$ cat src/logic/memDepPkg.sv
// ========================================
// Shared sizes for the dependency predictor
// Table size and queue depth must be powers of two
// ========================================

package memDepPkg;

    // Instruction address
    localparam int PC_WIDTH = 32;
    localparam int INSN_BYTES = 4;

    // Loads looked up together per rename group
    localparam int LOOKUP_WIDTH = 2;

    // Dependency table, indexed by PC bits 7:2
    localparam int MDT_ENTRY_NUM = 64;
    localparam int MDT_INDEX_BITS = 6;
    localparam logic [MDT_INDEX_BITS-1:0] MDT_LAST_INDEX = MDT_INDEX_BITS'(MDT_ENTRY_NUM - 1);

    // Training request queue
    localparam int TRAIN_QUEUE_DEPTH = 4;
    localparam int TRAIN_PTR_BITS = $clog2(TRAIN_QUEUE_DEPTH);
    localparam int TRAIN_CNT_BITS = $clog2(TRAIN_QUEUE_DEPTH + 1);
    localparam logic [TRAIN_PTR_BITS-1:0] TRAIN_LAST_PTR = TRAIN_PTR_BITS'(TRAIN_QUEUE_DEPTH - 1);
    localparam logic [TRAIN_CNT_BITS-1:0] TRAIN_FULL_CNT = TRAIN_CNT_BITS'(TRAIN_QUEUE_DEPTH);

    // Controller phases
    typedef enum logic [0:0] {
        stClear,
        stRun
    } predState;

    // Prediction source, static per request
    typedef enum logic [1:0] {
        modeLearn,
        modeAlwaysSpec,
        modeNeverSpec
    } predMode;

endpackage

$ cat src/logic/mdtPortIf.sv
// ========================================
// Table ports, two reads and one write
// ========================================

`timescale 1ns/10ps

interface mdtPortIf (
    input logic clk
);

    // Read side, one address per load in the group
    logic [memDepPkg::MDT_INDEX_BITS-1:0] readAddr [memDepPkg::LOOKUP_WIDTH];
    logic                                 readData [memDepPkg::LOOKUP_WIDTH];

    // Single write port
    logic                                 writeEn;
    logic [memDepPkg::MDT_INDEX_BITS-1:0] writeAddr;
    logic                                 writeData;

    // Lookup side
    modport reader (output readAddr, input readData);

    // Clear sweep and training side
    modport writer (output writeEn, writeAddr, writeData);

    // Storage side
    modport tableSide (input clk, readAddr, writeEn, writeAddr, writeData, output readData);

endinterface

$ cat src/logic/mdtRam.sv
// ========================================
// Registered reads, old data on a same-cycle write
// Contents are undefined until the clear sweep ends
// ========================================

`timescale 1ns/10ps

module mdtRam (
    mdtPortIf.tableSide port
);

    // One bit per entry
    // 1 means the load waits for older stores
    logic entries [memDepPkg::MDT_ENTRY_NUM];

    // Write port
    always_ff @(posedge port.clk) begin
        if (port.writeEn) begin
            entries[port.writeAddr] <= port.writeData;
        end
    end

    // Both read ports sample every cycle
    // Nonblocking update keeps the pre-write value on a collision
    always_ff @(posedge port.clk) begin
        for (int i = 0; i < memDepPkg::LOOKUP_WIDTH; i++) begin
            port.readData[i] <= entries[port.readAddr[i]];
        end
    end

endmodule

$ cat src/logic/clearSweep.sv
// ========================================
// Walks all table indices once per reset
// ========================================

`timescale 1ns/10ps

module clearSweep (
    input  logic                                 clk,
    input  logic                                 rst,
    output logic [memDepPkg::MDT_INDEX_BITS-1:0] index,
    output logic                                 last
);

    // Free-running index, restarts at zero on reset
    // Wraps after the last entry, harmless once the controller leaves the clear phase
    always_ff @(posedge clk) begin
        if (rst) begin
            index <= '0;
        end else begin
            index <= index + 1'b1;
        end
    end

    // Final entry of the sweep
    assign last = (index == memDepPkg::MDT_LAST_INDEX);

endmodule

$ cat src/logic/predCtrl.sv
// ========================================
// Clear then run, owns the table write port
// Only reset returns the controller to the clear phase
// ========================================

`timescale 1ns/10ps

module predCtrl (
    input  logic                                 clk,
    input  logic                                 rst,
    input  logic [memDepPkg::MDT_INDEX_BITS-1:0] sweepIndex,
    input  logic                                 sweepLast,
    input  logic                                 queueValid,
    input  logic [memDepPkg::PC_WIDTH-1:0]       queuePc,
    output logic                                 queuePop,
    output logic                                 running,
    mdtPortIf.writer                             tbl
);

    memDepPkg::predState state;

    // Phase register
    always_ff @(posedge clk) begin
        if (rst) begin
            state <= memDepPkg::stClear;
        end else if (state == memDepPkg::stClear && sweepLast) begin
            // Last clear write happens in this cycle
            state <= memDepPkg::stRun;
        end
    end

    assign running = (state == memDepPkg::stRun);

    // Write port steering
    always_comb begin
        if (state == memDepPkg::stClear) begin
            // One zero per cycle at the sweep index
            tbl.writeEn   = 1'b1;
            tbl.writeAddr = sweepIndex;
            tbl.writeData = 1'b0;
        end else begin
            // Violating load learned as dependent
            tbl.writeEn   = queueValid;
            tbl.writeAddr = queuePc[memDepPkg::MDT_INDEX_BITS+1:2];
            tbl.writeData = 1'b1;
        end
    end

    // Head leaves the queue as it is written
    assign queuePop = running && queueValid;

endmodule

$ cat src/logic/trainQueue.sv
// ========================================
// Violating load PCs waiting for the write port
// Closed to new entries during the clear phase
// ========================================

`timescale 1ns/10ps

module trainQueue (
    input  logic                           clk,
    input  logic                           rst,
    input  logic                           running,
    input  logic                           trainValid,
    output logic                           trainReady,
    input  logic [memDepPkg::PC_WIDTH-1:0] trainPc,
    output logic                           headValid,
    output logic [memDepPkg::PC_WIDTH-1:0] headPc,
    input  logic                           pop
);

    logic [memDepPkg::PC_WIDTH-1:0]       slots [memDepPkg::TRAIN_QUEUE_DEPTH];
    logic [memDepPkg::TRAIN_PTR_BITS-1:0] wrPtr;
    logic [memDepPkg::TRAIN_PTR_BITS-1:0] rdPtr;
    logic [memDepPkg::TRAIN_CNT_BITS-1:0] count;
    logic                                 push;
    logic                                 doPop;

    // Accept while running and not full
    assign trainReady = running && (count != memDepPkg::TRAIN_FULL_CNT);
    assign push       = trainValid && trainReady;

    // Ignore a pop on an empty queue
    assign headValid = (count != '0);
    assign doPop     = pop && headValid;
    assign headPc    = slots[rdPtr];

    // Payload slots
    always_ff @(posedge clk) begin
        if (push) begin
            slots[wrPtr] <= trainPc;
        end
    end

    // Pointers and occupancy
    always_ff @(posedge clk) begin
        if (rst) begin
            wrPtr <= '0;
            rdPtr <= '0;
            count <= '0;
        end else begin
            if (push) begin
                wrPtr <= (wrPtr == memDepPkg::TRAIN_LAST_PTR) ? '0 : wrPtr + 1'b1;
            end
            if (doPop) begin
                rdPtr <= (rdPtr == memDepPkg::TRAIN_LAST_PTR) ? '0 : rdPtr + 1'b1;
            end
            // Simultaneous push and pop keep the count
            if (push && !doPop) begin
                count <= count + 1'b1;
            end else if (doPop && !push) begin
                count <= count - 1'b1;
            end
        end
    end

endmodule

$ cat src/logic/lookupStage.sv
// ========================================
// One-cycle lookup, response stalls under back-pressure
// Mode is taken per request and registered with it
// ========================================

`timescale 1ns/10ps

module lookupStage (
    input  logic                                 clk,
    input  logic                                 rst,
    input  logic                                 running,
    input  logic                                 pcValid,
    output logic                                 pcReady,
    input  logic [memDepPkg::PC_WIDTH-1:0]       pc,
    input  memDepPkg::predMode                   mode,
    output logic                                 predValid,
    input  logic                                 predReady,
    output logic [memDepPkg::LOOKUP_WIDTH-1:0]   pred,
    mdtPortIf.reader                             tbl
);

    logic [memDepPkg::MDT_INDEX_BITS-1:0] reqAddr  [memDepPkg::LOOKUP_WIDTH];
    logic [memDepPkg::MDT_INDEX_BITS-1:0] heldAddr [memDepPkg::LOOKUP_WIDTH];
    memDepPkg::predMode                   heldMode;

    // Free when idle or when the current response leaves
    assign pcReady = running && (!predValid || predReady);

    // Index of each load in the group
    always_comb begin
        logic [memDepPkg::PC_WIDTH-1:0] loadPc;
        for (int i = 0; i < memDepPkg::LOOKUP_WIDTH; i++) begin
            loadPc     = pc + i * memDepPkg::INSN_BYTES;
            reqAddr[i] = loadPc[memDepPkg::MDT_INDEX_BITS+1:2];
        end
    end

    // Re-read the accepted indices while not accepting
    // Keeps the registered read data on the pending response
    always_comb begin
        for (int i = 0; i < memDepPkg::LOOKUP_WIDTH; i++) begin
            tbl.readAddr[i] = pcReady ? reqAddr[i] : heldAddr[i];
        end
    end

    // Request payload captured on acceptance
    always_ff @(posedge clk) begin
        if (pcValid && pcReady) begin
            heldAddr <= reqAddr;
            heldMode <= mode;
        end
    end

    // Response valid
    always_ff @(posedge clk) begin
        if (rst) begin
            predValid <= 1'b0;
        end else if (pcValid && pcReady) begin
            predValid <= 1'b1;
        end else if (predReady) begin
            predValid <= 1'b0;
        end
    end

    // Mode override of the table bits
    always_comb begin
        for (int i = 0; i < memDepPkg::LOOKUP_WIDTH; i++) begin
            case (heldMode)
                memDepPkg::modeAlwaysSpec: pred[i] = 1'b0;
                memDepPkg::modeNeverSpec:  pred[i] = 1'b1;
                default:                   pred[i] = tbl.readData[i];
            endcase
        end
    end

endmodule

$ cat src/logic/memDepPred.sv
// ========================================
// Memory dependency predictor, two loads per group
// Busy for MDT_ENTRY_NUM cycles after reset
// ========================================

`timescale 1ns/10ps

module memDepPred (
    input  logic                                 clk,
    input  logic                                 rst,

    // Lookup request
    input  logic                                 pcValid,
    output logic                                 pcReady,
    input  logic [memDepPkg::PC_WIDTH-1:0]       pc,
    input  memDepPkg::predMode                   mode,

    // Lookup response, 1 means wait for older stores
    output logic                                 predValid,
    input  logic                                 predReady,
    output logic [memDepPkg::LOOKUP_WIDTH-1:0]   pred,

    // Order violation from the load/store unit
    input  logic                                 trainValid,
    output logic                                 trainReady,
    input  logic [memDepPkg::PC_WIDTH-1:0]       trainPc
);

    logic [memDepPkg::MDT_INDEX_BITS-1:0] sweepIndex;
    logic                                 sweepLast;
    logic                                 queueValid;
    logic [memDepPkg::PC_WIDTH-1:0]       queuePc;
    logic                                 queuePop;
    logic                                 running;

    // Table port bundle
    mdtPortIf tblPort (
        .clk (clk)
    );

    // Storage
    mdtRam i_mdtRam (
        .port (tblPort)
    );

    // Reset-time clear addresses
    clearSweep i_clearSweep (
        .clk   (clk),
        .rst   (rst),
        .index (sweepIndex),
        .last  (sweepLast)
    );

    // Phase control and write steering
    predCtrl i_predCtrl (
        .clk        (clk),
        .rst        (rst),
        .sweepIndex (sweepIndex),
        .sweepLast  (sweepLast),
        .queueValid (queueValid),
        .queuePc    (queuePc),
        .queuePop   (queuePop),
        .running    (running),
        .tbl        (tblPort)
    );

    // Training buffer
    trainQueue i_trainQueue (
        .clk        (clk),
        .rst        (rst),
        .running    (running),
        .trainValid (trainValid),
        .trainReady (trainReady),
        .trainPc    (trainPc),
        .headValid  (queueValid),
        .headPc     (queuePc),
        .pop        (queuePop)
    );

    // Prediction path
    lookupStage i_lookupStage (
        .clk       (clk),
        .rst       (rst),
        .running   (running),
        .pcValid   (pcValid),
        .pcReady   (pcReady),
        .pc        (pc),
        .mode      (mode),
        .predValid (predValid),
        .predReady (predReady),
        .pred      (pred),
        .tbl       (tblPort)
    );

endmodule

$ cat config.mk
export PLATFORM = sky130hd
export DESIGN_NAME = memDepPred
export DESIGN_NICKNAME = d
export VERILOG_FILES = /design/src/logic/memDepPkg.sv /design/src/logic/mdtPortIf.sv /design/src/logic/mdtRam.sv /design/src/logic/clearSweep.sv /design/src/logic/predCtrl.sv /design/src/logic/trainQueue.sv /design/src/logic/lookupStage.sv /design/src/logic/memDepPred.sv
export SDC_FILE = /design/constraint.sdc
export NUM_CORES = 1
export LEC_CHECK = 0
export BUFFER_PORTS_ARGS = -buffer_cell sky130_fd_sc_hd__clkbuf_2
export CAP_MARGIN = 15
export CORE_UTILIZATION = 39
export CTS_CLUSTER_SIZE = 20
export DETAILED_ROUTE_END_ITERATION = 7
export HOLD_SLACK_MARGIN = 0.03
export PLACE_DENSITY = 0.64
export REMOVE_ABC_BUFFERS = 1
export SLEW_MARGIN = 20
export SYNTH_ARGS = -nofsm -noshare
export SYNTH_HDL_FRONTEND = slang
export SYNTH_SLANG_ARGS = --single-unit
$ cat constraint.sdc
create_clock -name clk -period 6.8 [get_ports clk]
set_input_delay 1.02 -clock clk [delete_from_list [all_inputs] [get_ports clk]]
set_output_delay 1.02 -clock clk [all_outputs]
set_load 0.005 [all_outputs]
* Word level (Yosys, flattened, before mapping)
Memories as Yosys holds them, arrays and structs flattened. A register that Yosys moved wholly into a read port is not among the register bits.
Index checks and enable logic that the tools add are counted.
** Storage, ports and cells
- Register bits :: 29
- Output and inout bits :: 5
- Memories kept :: 2
- Memory bits (writable) :: 192
** Cells by class
- Equality and inequality tests :: 6
- Bitwise operators :: 1
- Muxes and demuxes :: 19
- Add/subtract/negate cells :: 6
- Reductions and logical operators :: 16
** Memories
- i_trainQueue.slots :: depth 4, bits a word 32, read ports 1, clocked after Yosys merged registers in 1, write ports 1, RTL line trainQueue.sv:20 : logic [memDepPkg::PC_WIDTH-1:0] slots [memDepPkg::TRAIN_QUEUE_DEPTH];
- i_mdtRam.entries :: depth 64, bits a word 1, read ports 2, clocked after Yosys merged registers in 2, write ports 1, RTL line mdtRam.sv:14 : logic entries [memDepPkg::MDT_ENTRY_NUM];
** Operators with widths (number)
- $mux 6 :: 3
- $logic_and 1x1->1 :: 9
- $add 8x3->8 const B :: 1
- $mux 1 :: 8
- $mux 2 :: 4
- $add 6x1->6 const B :: 1
- $eq 2x2->1 const B :: 3
- $eq 6x6->1 const B :: 1
- $mux 3 :: 2
- $add 2x1->2 const B :: 2
- $pmux 1 s2 :: 2
- $reduce_bool 2->1 :: 2
- $add 3x1->3 const B :: 1
- $logic_not 1->1 :: 3
- $ne 3x3->1 const B :: 1
- $reduce_bool 3->1 :: 1
- $sub 3x1->3 const B :: 1
- $eq 2x1->1 const B :: 1
- $logic_or 1x1->1 :: 1
- $not 1->1 :: 1

* Longest topological paths before layout
Gate-level depths: netlist (run 1).
- Depth after elaboration :: 7
- Gate-level depth with buffers :: 10
- Mapped depth without buffers :: 9

* By module
From an unflattened synthesis (run 1), not the netlist that was laid out.
** Unflattened totals
- Cells, all modules :: 562
- Area, all modules :: 9844.4 sq um
** By module, submodules not included
- trainQueue :: seq. area each 4023.9 sq um, times used 1, area each 5157.4 sq um, cells an instance 218
- mdtRam :: seq. area each 1961.9 sq um, times used 1, area each 3570.9 sq um, cells an instance 255
- lookupStage :: seq. area each 440.4 sq um, times used 1, area each 728.2 sq um, cells an instance 53
- clearSweep :: seq. area each 120.1 sq um, times used 1, area each 236.5 sq um, cells an instance 24
- predCtrl :: seq. area each 20.0 sq um, times used 1, area each 151.4 sq um, cells an instance 12

* Worst setup path before layout (run 1)
Ideal clock, no wire load.
- Path type :: register to register
- From :: reg i_predCtrl.state (netlist: i_predCtrl.running)
- To :: reg i_trainQueue.count[2] (netlist bit)
- Period minus slack after synthesis :: 3.288 ns
- Stages on the path, launching flop included :: 11
- Path buffers :: 1
- Arrival :: 3.219 ns
- Path slack :: 3.512 ns
- Library setup time :: 0.070 ns
- Path through :: dfxtp_1 inv_2 a21oi_1 and2_1 clkbuf_1 ha_1 inv_1 fa_1 xor2_1 or3_1 a21oi_1
** On the way
- Cells in the longest elaborated chain, start to end :: 5
- Elaborated cells between the ends (all ways) :: 10
- Those cells by class :: mux (1); reduce/logical (9)
** Ends and longest elaborated chain
- start, declared :: RTL line predCtrl.sv:20 : memDepPkg::predState state;
- start signal, assigned :: RTL line predCtrl.sv:25 : state <= memDepPkg::stClear;
- start signal, assigned :: RTL line predCtrl.sv:28 : state <= memDepPkg::stRun;
- $logic_and 1x1->1 * :: RTL line trainQueue.sv:28 : assign trainReady = running && (count != memDepPkg::TRAIN_FULL_CNT);
- net trainReady :: RTL line memDepPred.sv:25 : output logic trainReady,
- $logic_and 1x1->1 * :: RTL line trainQueue.sv:29 : assign push = trainValid && trainReady;
- net i_trainQueue.push :: RTL line trainQueue.sv:24 : logic push;
- $logic_not 1->1 :: RTL line trainQueue.sv:59 : end else if (doPop && !push) begin
- $logic_and 1x1->1 :: RTL line trainQueue.sv:59
- $reduce_bool 2->1 (no source line)
- end signal, assigned :: RTL line trainQueue.sv:58 : count <= count + 1'b1;
- end signal, assigned :: RTL line trainQueue.sv:60 : count <= count - 1'b1;
- end, declared :: RTL line trainQueue.sv:23 : logic [memDepPkg::TRAIN_CNT_BITS-1:0] count;
The timed path passes the listed nets; every way through them passes the cells marked *.
A chain may end at the register's enable or synchronous reset.

* Worst setup path in the final report (run 1)
- From :: reg i_predCtrl.state (netlist: i_predCtrl.running)
- To :: reg i_mdtRam.port.readData[0] (read register of i_mdtRam.entries)
** On the way
- Cells in the longest elaborated chain, start to end :: 2
** Ends and longest elaborated chain
- $logic_and 1x1->1 :: RTL line lookupStage.sv:27 : assign pcReady = running && (!predValid || predReady);
- $mux 6 :: RTL line lookupStage.sv:42 : tbl.readAddr[i] = pcReady ? reqAddr[i] : heldAddr[i];
- end, declared :: RTL line mdtPortIf.sv:27 : modport tableSide (input clk, readAddr, writeEn, writeAddr, writeData, output readData);
No other way between the ends.

==> reports/qor.yml, run 1 <==
worst_setup_path:
  cp-startpoint: "i_predCtrl.running"
  worstPathMaxFanout: 49
  criticalPathCategory: "register to register"
  cp-endpoint: "i_mdtRam.port.readData[0]"
  required_ps: 7080
  r2r_start: "i_predCtrl.running"
  timing.rr.end: "i_mdtRam.port.readData[0]"
  start_kind: "register"
  ff2ff_path_depth: 7
  rrSetupSlack_ps: 2910
  cp.arrival_ps: 4180
  cp-end-kind: "register"
drt:
  first_iter_violations: 510
  drt.antenna.violating_nets: 0
  firstDrtPassIters: 5
  avgRoutedWirePerCell_um: 19.8
  num_vias: 4869
  top_layer: "met4"
  viasPerCell: 5.92
  routed-wl-met2_mm: 7.66
  remaining_drc_errors: 0
  wl_met1_mm: 6.86
  wirelength_mm: 16.3
  route.met3.wl_mm: 1.33
pwr:
  sw_frac_of_total: 0.216
  switching_power_mw: 0.387
  p_seq_frac: 0.448
  p_comb_frac: 0.024
  powerDensity_mw_per_mm2: 248
  pwr-share-clk: 0.528
  vdd_drop_max_v: 0.000189
  leakagePower_nw: 2.56
  power.internal_mw: 1.41
global_route:
  grt_pass1_wl_mm: 25.8
  grtUsageTotal: 0.209
  grt_overflow: 0
  grt_pass1_vias: 4759
  grt_antenna_before_repair: 0
  grt_max_degree: 50
hold_path:
  min_path_type: "register to register"
cts:
  numCtsBuffers: 17
  htreeDepth: 4
  cts_resized: 0
  worstSkewPairLatency_ps: 430
  cts_tree: "yes"
  hold_buffers: 0
  cts_max_path_buffers: 2
  cts.sinks: 121
  cts.root.buffer_cell: "clkbuf_16"
  cts.clk_slew.worst_paths_ps: 60
  cts_setup_buffers: 0
synth:
  syn_inst: 582
  ys.flop_type: "edfxtp_1"
  synth-edff-count: 102
  synth-simple-area-share: 0.174
  synth_compound_area_frac: 0.149
  ys_ff_latch: 121
  synth_fa_ha_area_frac: 0.0209
  synthMuxAreaShare: 0.0680
  yosysSeqAreaShare: 0.543
  synth_largest_area_cell: "edfxtp_1"
  yosysUniqueCellTypes: 61
  avgSynthCellArea_sq_um: 10.9
  netlist_area_sq_mm: 0.00635
  synth_top_family_by_area: "simple AND/OR/NAND/NOR gates"
  async_flop_share: 0
  synth-xor-area-share: 0.0138
  synth_area_leaders: "edfxtp_1 48%, dfxtp_1 6.0%, nor2_1 5.3%"
  yosys.area.top_type_share: 0.483
  yosys_warnings: 0
final_layout:
  area_growth_pct: 14.1
  most-common-layout-cells: "102 x edfxtp_1, 90 x nor2_1, 35 x and3_1"
  fillerInstances: 1485
  final_nets: 675
  diodes: 0
  layout_commonest_cell: "edfxtp_1"
  regArea_sq_mm: 0.00344
  stdcell_count: 823
  multiInputGateArea_sq_mm: 0.00271
  layout-drive-gt1-share: 0.158
placement:
  dpl.cell_count: 791
  place_hpwl_mm: 11.2
  dpl_worst_slack_ps: 2750
  io_buffers: 23
  gp_congestion: 0.914
timing:
  rsz0062_at_grt: "false"
  max-slew-margin-rel: 0.326
  max_freq_ghz: 0.257
  setup_viol_count_final: 0
  tns_ps: 0
  finalClockSkew_ps: 6.40
  final-hold-violation-count: 0
  tightest_slew_ps: 1000
  post-route-period-util: 0.572
  drv_slew: 0
  setup_ws_ps: 2910
  period_needed_ps: 3890
die:
  core_area_sq_mm: 0.0159
  num_io_pins: 76
  die_w_um: 130
  rows: 46
  die_area_sq_mm: 0.0168
  start_util: 0.399
  die_h_um: 130
run_status:
  status: "finished clean"
run:
  cap_viol_max_count: 0
power groups by stage:
stage                     clock [mW]  combinational, mW  sequential [mW]
after floorplan                    0             0.0201            0.819
after global placement             0             0.0412            0.820
after detailed placement           0             0.0426            0.820
after CTS                      0.957             0.0430            0.804
after global routing           0.990             0.0468            0.805
final                          0.947             0.0430            0.804
worst min path at each step:
stage	endpoint	slack, ps	cells after the start	from
3_5_place_dp	i_clearSweep.index[0]	450	1	i_clearSweep.index[0]
2_1_floorplan	i_clearSweep.index[0]	430	1	i_clearSweep.index[0]
6_report	i_clearSweep.index[0]	460	1	i_clearSweep.index[0]
4_1_cts	i_clearSweep.index[0]	470	1	i_clearSweep.index[0]
3_3_place_gp	i_clearSweep.index[0]	450	1	i_clearSweep.index[0]
5_1_grt	i_clearSweep.index[0]	500	1	i_clearSweep.index[0]
flip-flops by register name, indices dropped and copies added, names as in the netlist, named ones only:
| name | flops |
|---|---|
| i_trainQueue.rdPtr | 2 |
| i_trainQueue.slots | 24 |
| i_mdtRam.port.readData | 2 |
| i_trainQueue.wrPtr | 2 |
| i_mdtRam.entries | 64 |
| i_lookupStage.heldAddr | 12 |
| i_lookupStage.heldMode | 2 |
| i_clearSweep.index | 6 |
| i_lookupStage.predValid | 1 |
| i_predCtrl.running | 1 |
| i_trainQueue.count | 3 |
kinds of logic after synthesis:
logic type                 after synthesis
and+or+nand+nor                        228
xor gates and xnor gates                10
AOI/OAI and AO/OA                      131
DFF                                    121
buffers and inverters                   48
muxes                                   34
adders and majority gates               10
layer usage:
metal | track usage | vias to the layer above
met5 | 0 | -
met4 | 0.0896 | 0
met3 | 0.0541 | 31
met2 | 0.338 | 243
met1 | 0.264 | 2361
li1 | - | 2234
Yosys cell counts (all sizes together), types with 2 or more instances:
| library cell | count |
|---|---|
| nand4 | 3 |
| nand2 | 34 |
| o22ai | 4 |
| or2 | 8 |
| xnor2 | 5 |
| xor2 | 5 |
| a21boi | 7 |
| o31a | 2 |
| ha | 9 |
| o21ai | 30 |
| nor2 | 90 |
| nand3 | 28 |
| a311oi | 2 |
| a31oi | 12 |
| nand3b | 2 |
| nand2b | 7 |
| nor2b | 4 |
| dfxtp | 19 |
| and2 | 3 |
| inv | 15 |
| a32oi | 15 |
| buf | 11 |
| clkbuf | 22 |
| a211oi | 3 |
| o32a | 2 |
| or3 | 2 |
| a211o | 23 |
| mux4 | 6 |
| mux2 | 13 |
| o211ai | 12 |
| a21oi | 11 |
| and3 | 35 |
| nor3 | 7 |
| mux2i | 15 |
| edfxtp | 102 |
| nor3b | 2 |
stage by stage:
stage | total power, mW | area, sq um | utilization | hold slack (ps)
final | 1.79 | 7240 | 0.456 | 463
after global routing | 1.84 | 7240 | 0.456 | 495
after CTS | 1.80 | 7230 | 0.455 | 468
after detailed placement | 0.862 | 6610 | 0.416 | 455
after global placement | 0.861 | 6610 | 0.416 | 447
after floorplan | 0.839 | 6200 | - | 429
area by class of cell:
type | instances | area share
tap | 216 | 0.0373
sequential | 121 | 0.476
inverter | 15 | 0.00778
timing repair buffer | 26 | 0.0190
clock inverter | 14 | 0.0254
multi-input combinational | 413 | 0.374
clock buffer | 18 | 0.0607
critical path, stage by stage (launching register included):
cell	delay, ps
dfxtp_2	910
inv_2	320
o21ai_4	660
nand2_2	520
a211o_1	420
a32oi_1	200
a31oi_1	110
or4_1	570
No activity file was read; power rests on OpenSTA's default activity.
==> run 2: changes to the inputs <==
==> constraint.sdc (replaced) <==
create_clock -name clk -period 4.03 [get_ports clk]
set_input_delay 0.6045 -clock clk [delete_from_list [all_inputs] [get_ports clk]]
set_output_delay 0.6045 -clock clk [all_outputs]
set_load 0.005 [all_outputs]
==> run 2 against run 1 <==
The run now ends with DRC left. Critical path depth did not move. Clock power rose by 62%. Maximum frequency rose by 26%.
==> reports/qor.yml, run 2 (synthesis gave the netlist of run 1 again) <==
final_layout:
  layout-drive-gt1-share: 0.166
  largest_reg_flops: 64
  most-common-layout-cells: "102 x edfxtp_1, 90 x nor2_1, 35 x and3_1"
  diodes: 0
  top_regs: "i_mdtRam.entries x64, i_trainQueue.slots x24, i_lookupStage.heldAddr x12"
  area_growth_pct: 14.5
  final_nets: 682
  regMostFlops: "i_mdtRam.entries"
  design_area_sq_mm: 0.00727
  stdcell_count: 830
  layout_commonest_cell: "edfxtp_1"
run_status:
  violations: "DRC"
  status: "finished with violations"
drt:
  first_iter_violations: 593
  avgRoutedWirePerCell_um: 20.0
  firstDrtPassIters: 7
  num_vias: 4917
  viasPerCell: 5.92
  wirelength_mm: 16.6
  drt.antenna.violating_nets: 0
  remaining_drc_errors: 1
cts:
  hold_buffers: 0
  cts.sinks: 121
  cts_max_path_buffers: 2
  worstSkewPairLatency_ps: 420
  cts_tree: "yes"
  cts.root.buffer_cell: "clkbuf_16"
  cts_resized: 0
  numCtsBuffers: 17
  cts.clk_slew.worst_paths_ps: 60
  htreeDepth: 4
  cts_setup_buffers: 0
placement:
  dpl.cell_count: 798
  place_hpwl_mm: 11.4
  gp_congestion: 0.930
  place_area_sq_mm: 0.00666
  io_buffers: 23
timing:
  finalClockSkew_ps: 7.34
  rsz0062_at_grt: "false"
  setup_viol_count_final: 0
  post-route-period-util: 0.764
  period_needed_ps: 3080
  max-slew-margin-rel: 0.333
  drv_slew: 0
  max_freq_ghz: 0.325
  final-hold-violation-count: 0
  tightest_slew_ps: 996
hold_path:
  min_path_type: "input pin to register"
worst_setup_path:
  cp.arrival_ps: 3360
  start_kind: "register"
  worst_path_most_repeated_cell: "a32oi_1"
  critPathSlowestCell: "or2_1"
  required_ps: 4310
  worstPathMaxFanout: 17
  cp_cell_sequence: "inv_2 -> nor3_4 -> or2_1 -> a32oi_1 -> a32oi_1 -> a31oi_1 -> or4_1"
  cp_slowest_stage_delay_ps: 640
  cp-end-kind: "register"
  criticalPathCategory: "register to register"
global_route:
  top_usage_layer: "met2"
  grtUsageMet2: 0.340
  grtUsageTotal: 0.210
  grt_overflow: 0
  met3_usage: 0.0516
  met1_usage: 0.259
  grt_pass1_vias: 4935
  grt_max_degree: 78
  grt_antenna_before_repair: 0
  grt_pass1_wl_mm: 26.1
die:
  die_h_um: 130
  start_util: 0.399
  die_area_sq_mm: 0.0168
  core_area_sq_mm: 0.0159
  die_w_um: 130
  rows: 46
  num_io_pins: 76
pwr:
  powerDensity_mw_per_mm2: 408
  vdd_drop_max_v: 0.000350
  leakagePower_nw: 2.57
run:
  cap_viol_max_count: 0
[run 2: changes by cell type in the layout (fill, tap and decap cells not counted), moves of 2 or more]
cell | before | now
buf_4 | 3 | 10
clkinv_4 | 3 | 1
clkinvlp_4 | 1 | 6
inv_6 | 5 | 3
[run 2: final cells by class]
type / count / area [sq um]
sequential: 121 / 3440
inverter: 15 / 56.3
multi-input combinational: 413 / 2700
fill: 1465 / 8620
clock inverter: 14 / 163
clock buffer: 18 / 439
tap: 216 / 270
timing repair buffer: 33 / 190
[run 2: report_power, final]
| part | switching (mW) | internal, mW | total (mW) |
|---|---|---|---|
| registers | 0.00618 | 1.35 | 1.36 |
| logic | 0.0500 | 0.0218 | 0.0718 |
| clock network | 0.594 | 0.939 | 1.53 |
| total | 0.650 | 2.31 | 2.96 |
[run 2: path summary, 6_finish.rpt]
| check | startpoint | end | slack, ps | cells after the start |
|---|---|---|---|---|
| max reg2reg | i_predCtrl.running | i_mdtRam.port.readData[0] | 950 | 7 |
| min | mode[0] | i_lookupStage.heldMode[0] | 360 | 1 |
| max | i_predCtrl.running | i_mdtRam.port.readData[0] | 950 | 7 |
| min reg2reg | i_trainQueue.count[2] | i_trainQueue.count[2] | 510 | 2 |
[run 2: routing by layer]
layer,share of wire,vias to the layer above,wire [um]
met4,0.031,0,510
met2,0.48,265,7920
met1,0.41,2365,6730
met3,0.085,46,1420
li1,-,2241,-
met5,0,-,0
[run 2: metrics by stage]
step | TNS, ps | power (mW) | setup WS (ps) | hold slack, ps | utilization
detailed placement | 0 | 1.45 | 637 | 466 | 0.420
CTS | 0 | 2.99 | 999 | 343 | 0.457
global placement | 0 | 1.45 | 649 | 450 | 0.420
floorplan | -349 | 1.42 | -301 | 429 | -
global route | 0 | 3.05 | 856 | 354 | 0.457
finish | 0 | 2.96 | 951 | 362 | 0.457
[run 2: critical path, delay by kind of cell, from the launching register on]
family	cells	cell delay, ps
and+or+nand+nor	3	1450
AOI/OAI and AO/OA	3	700
DFF	1	560
buffers and inverters	1	220
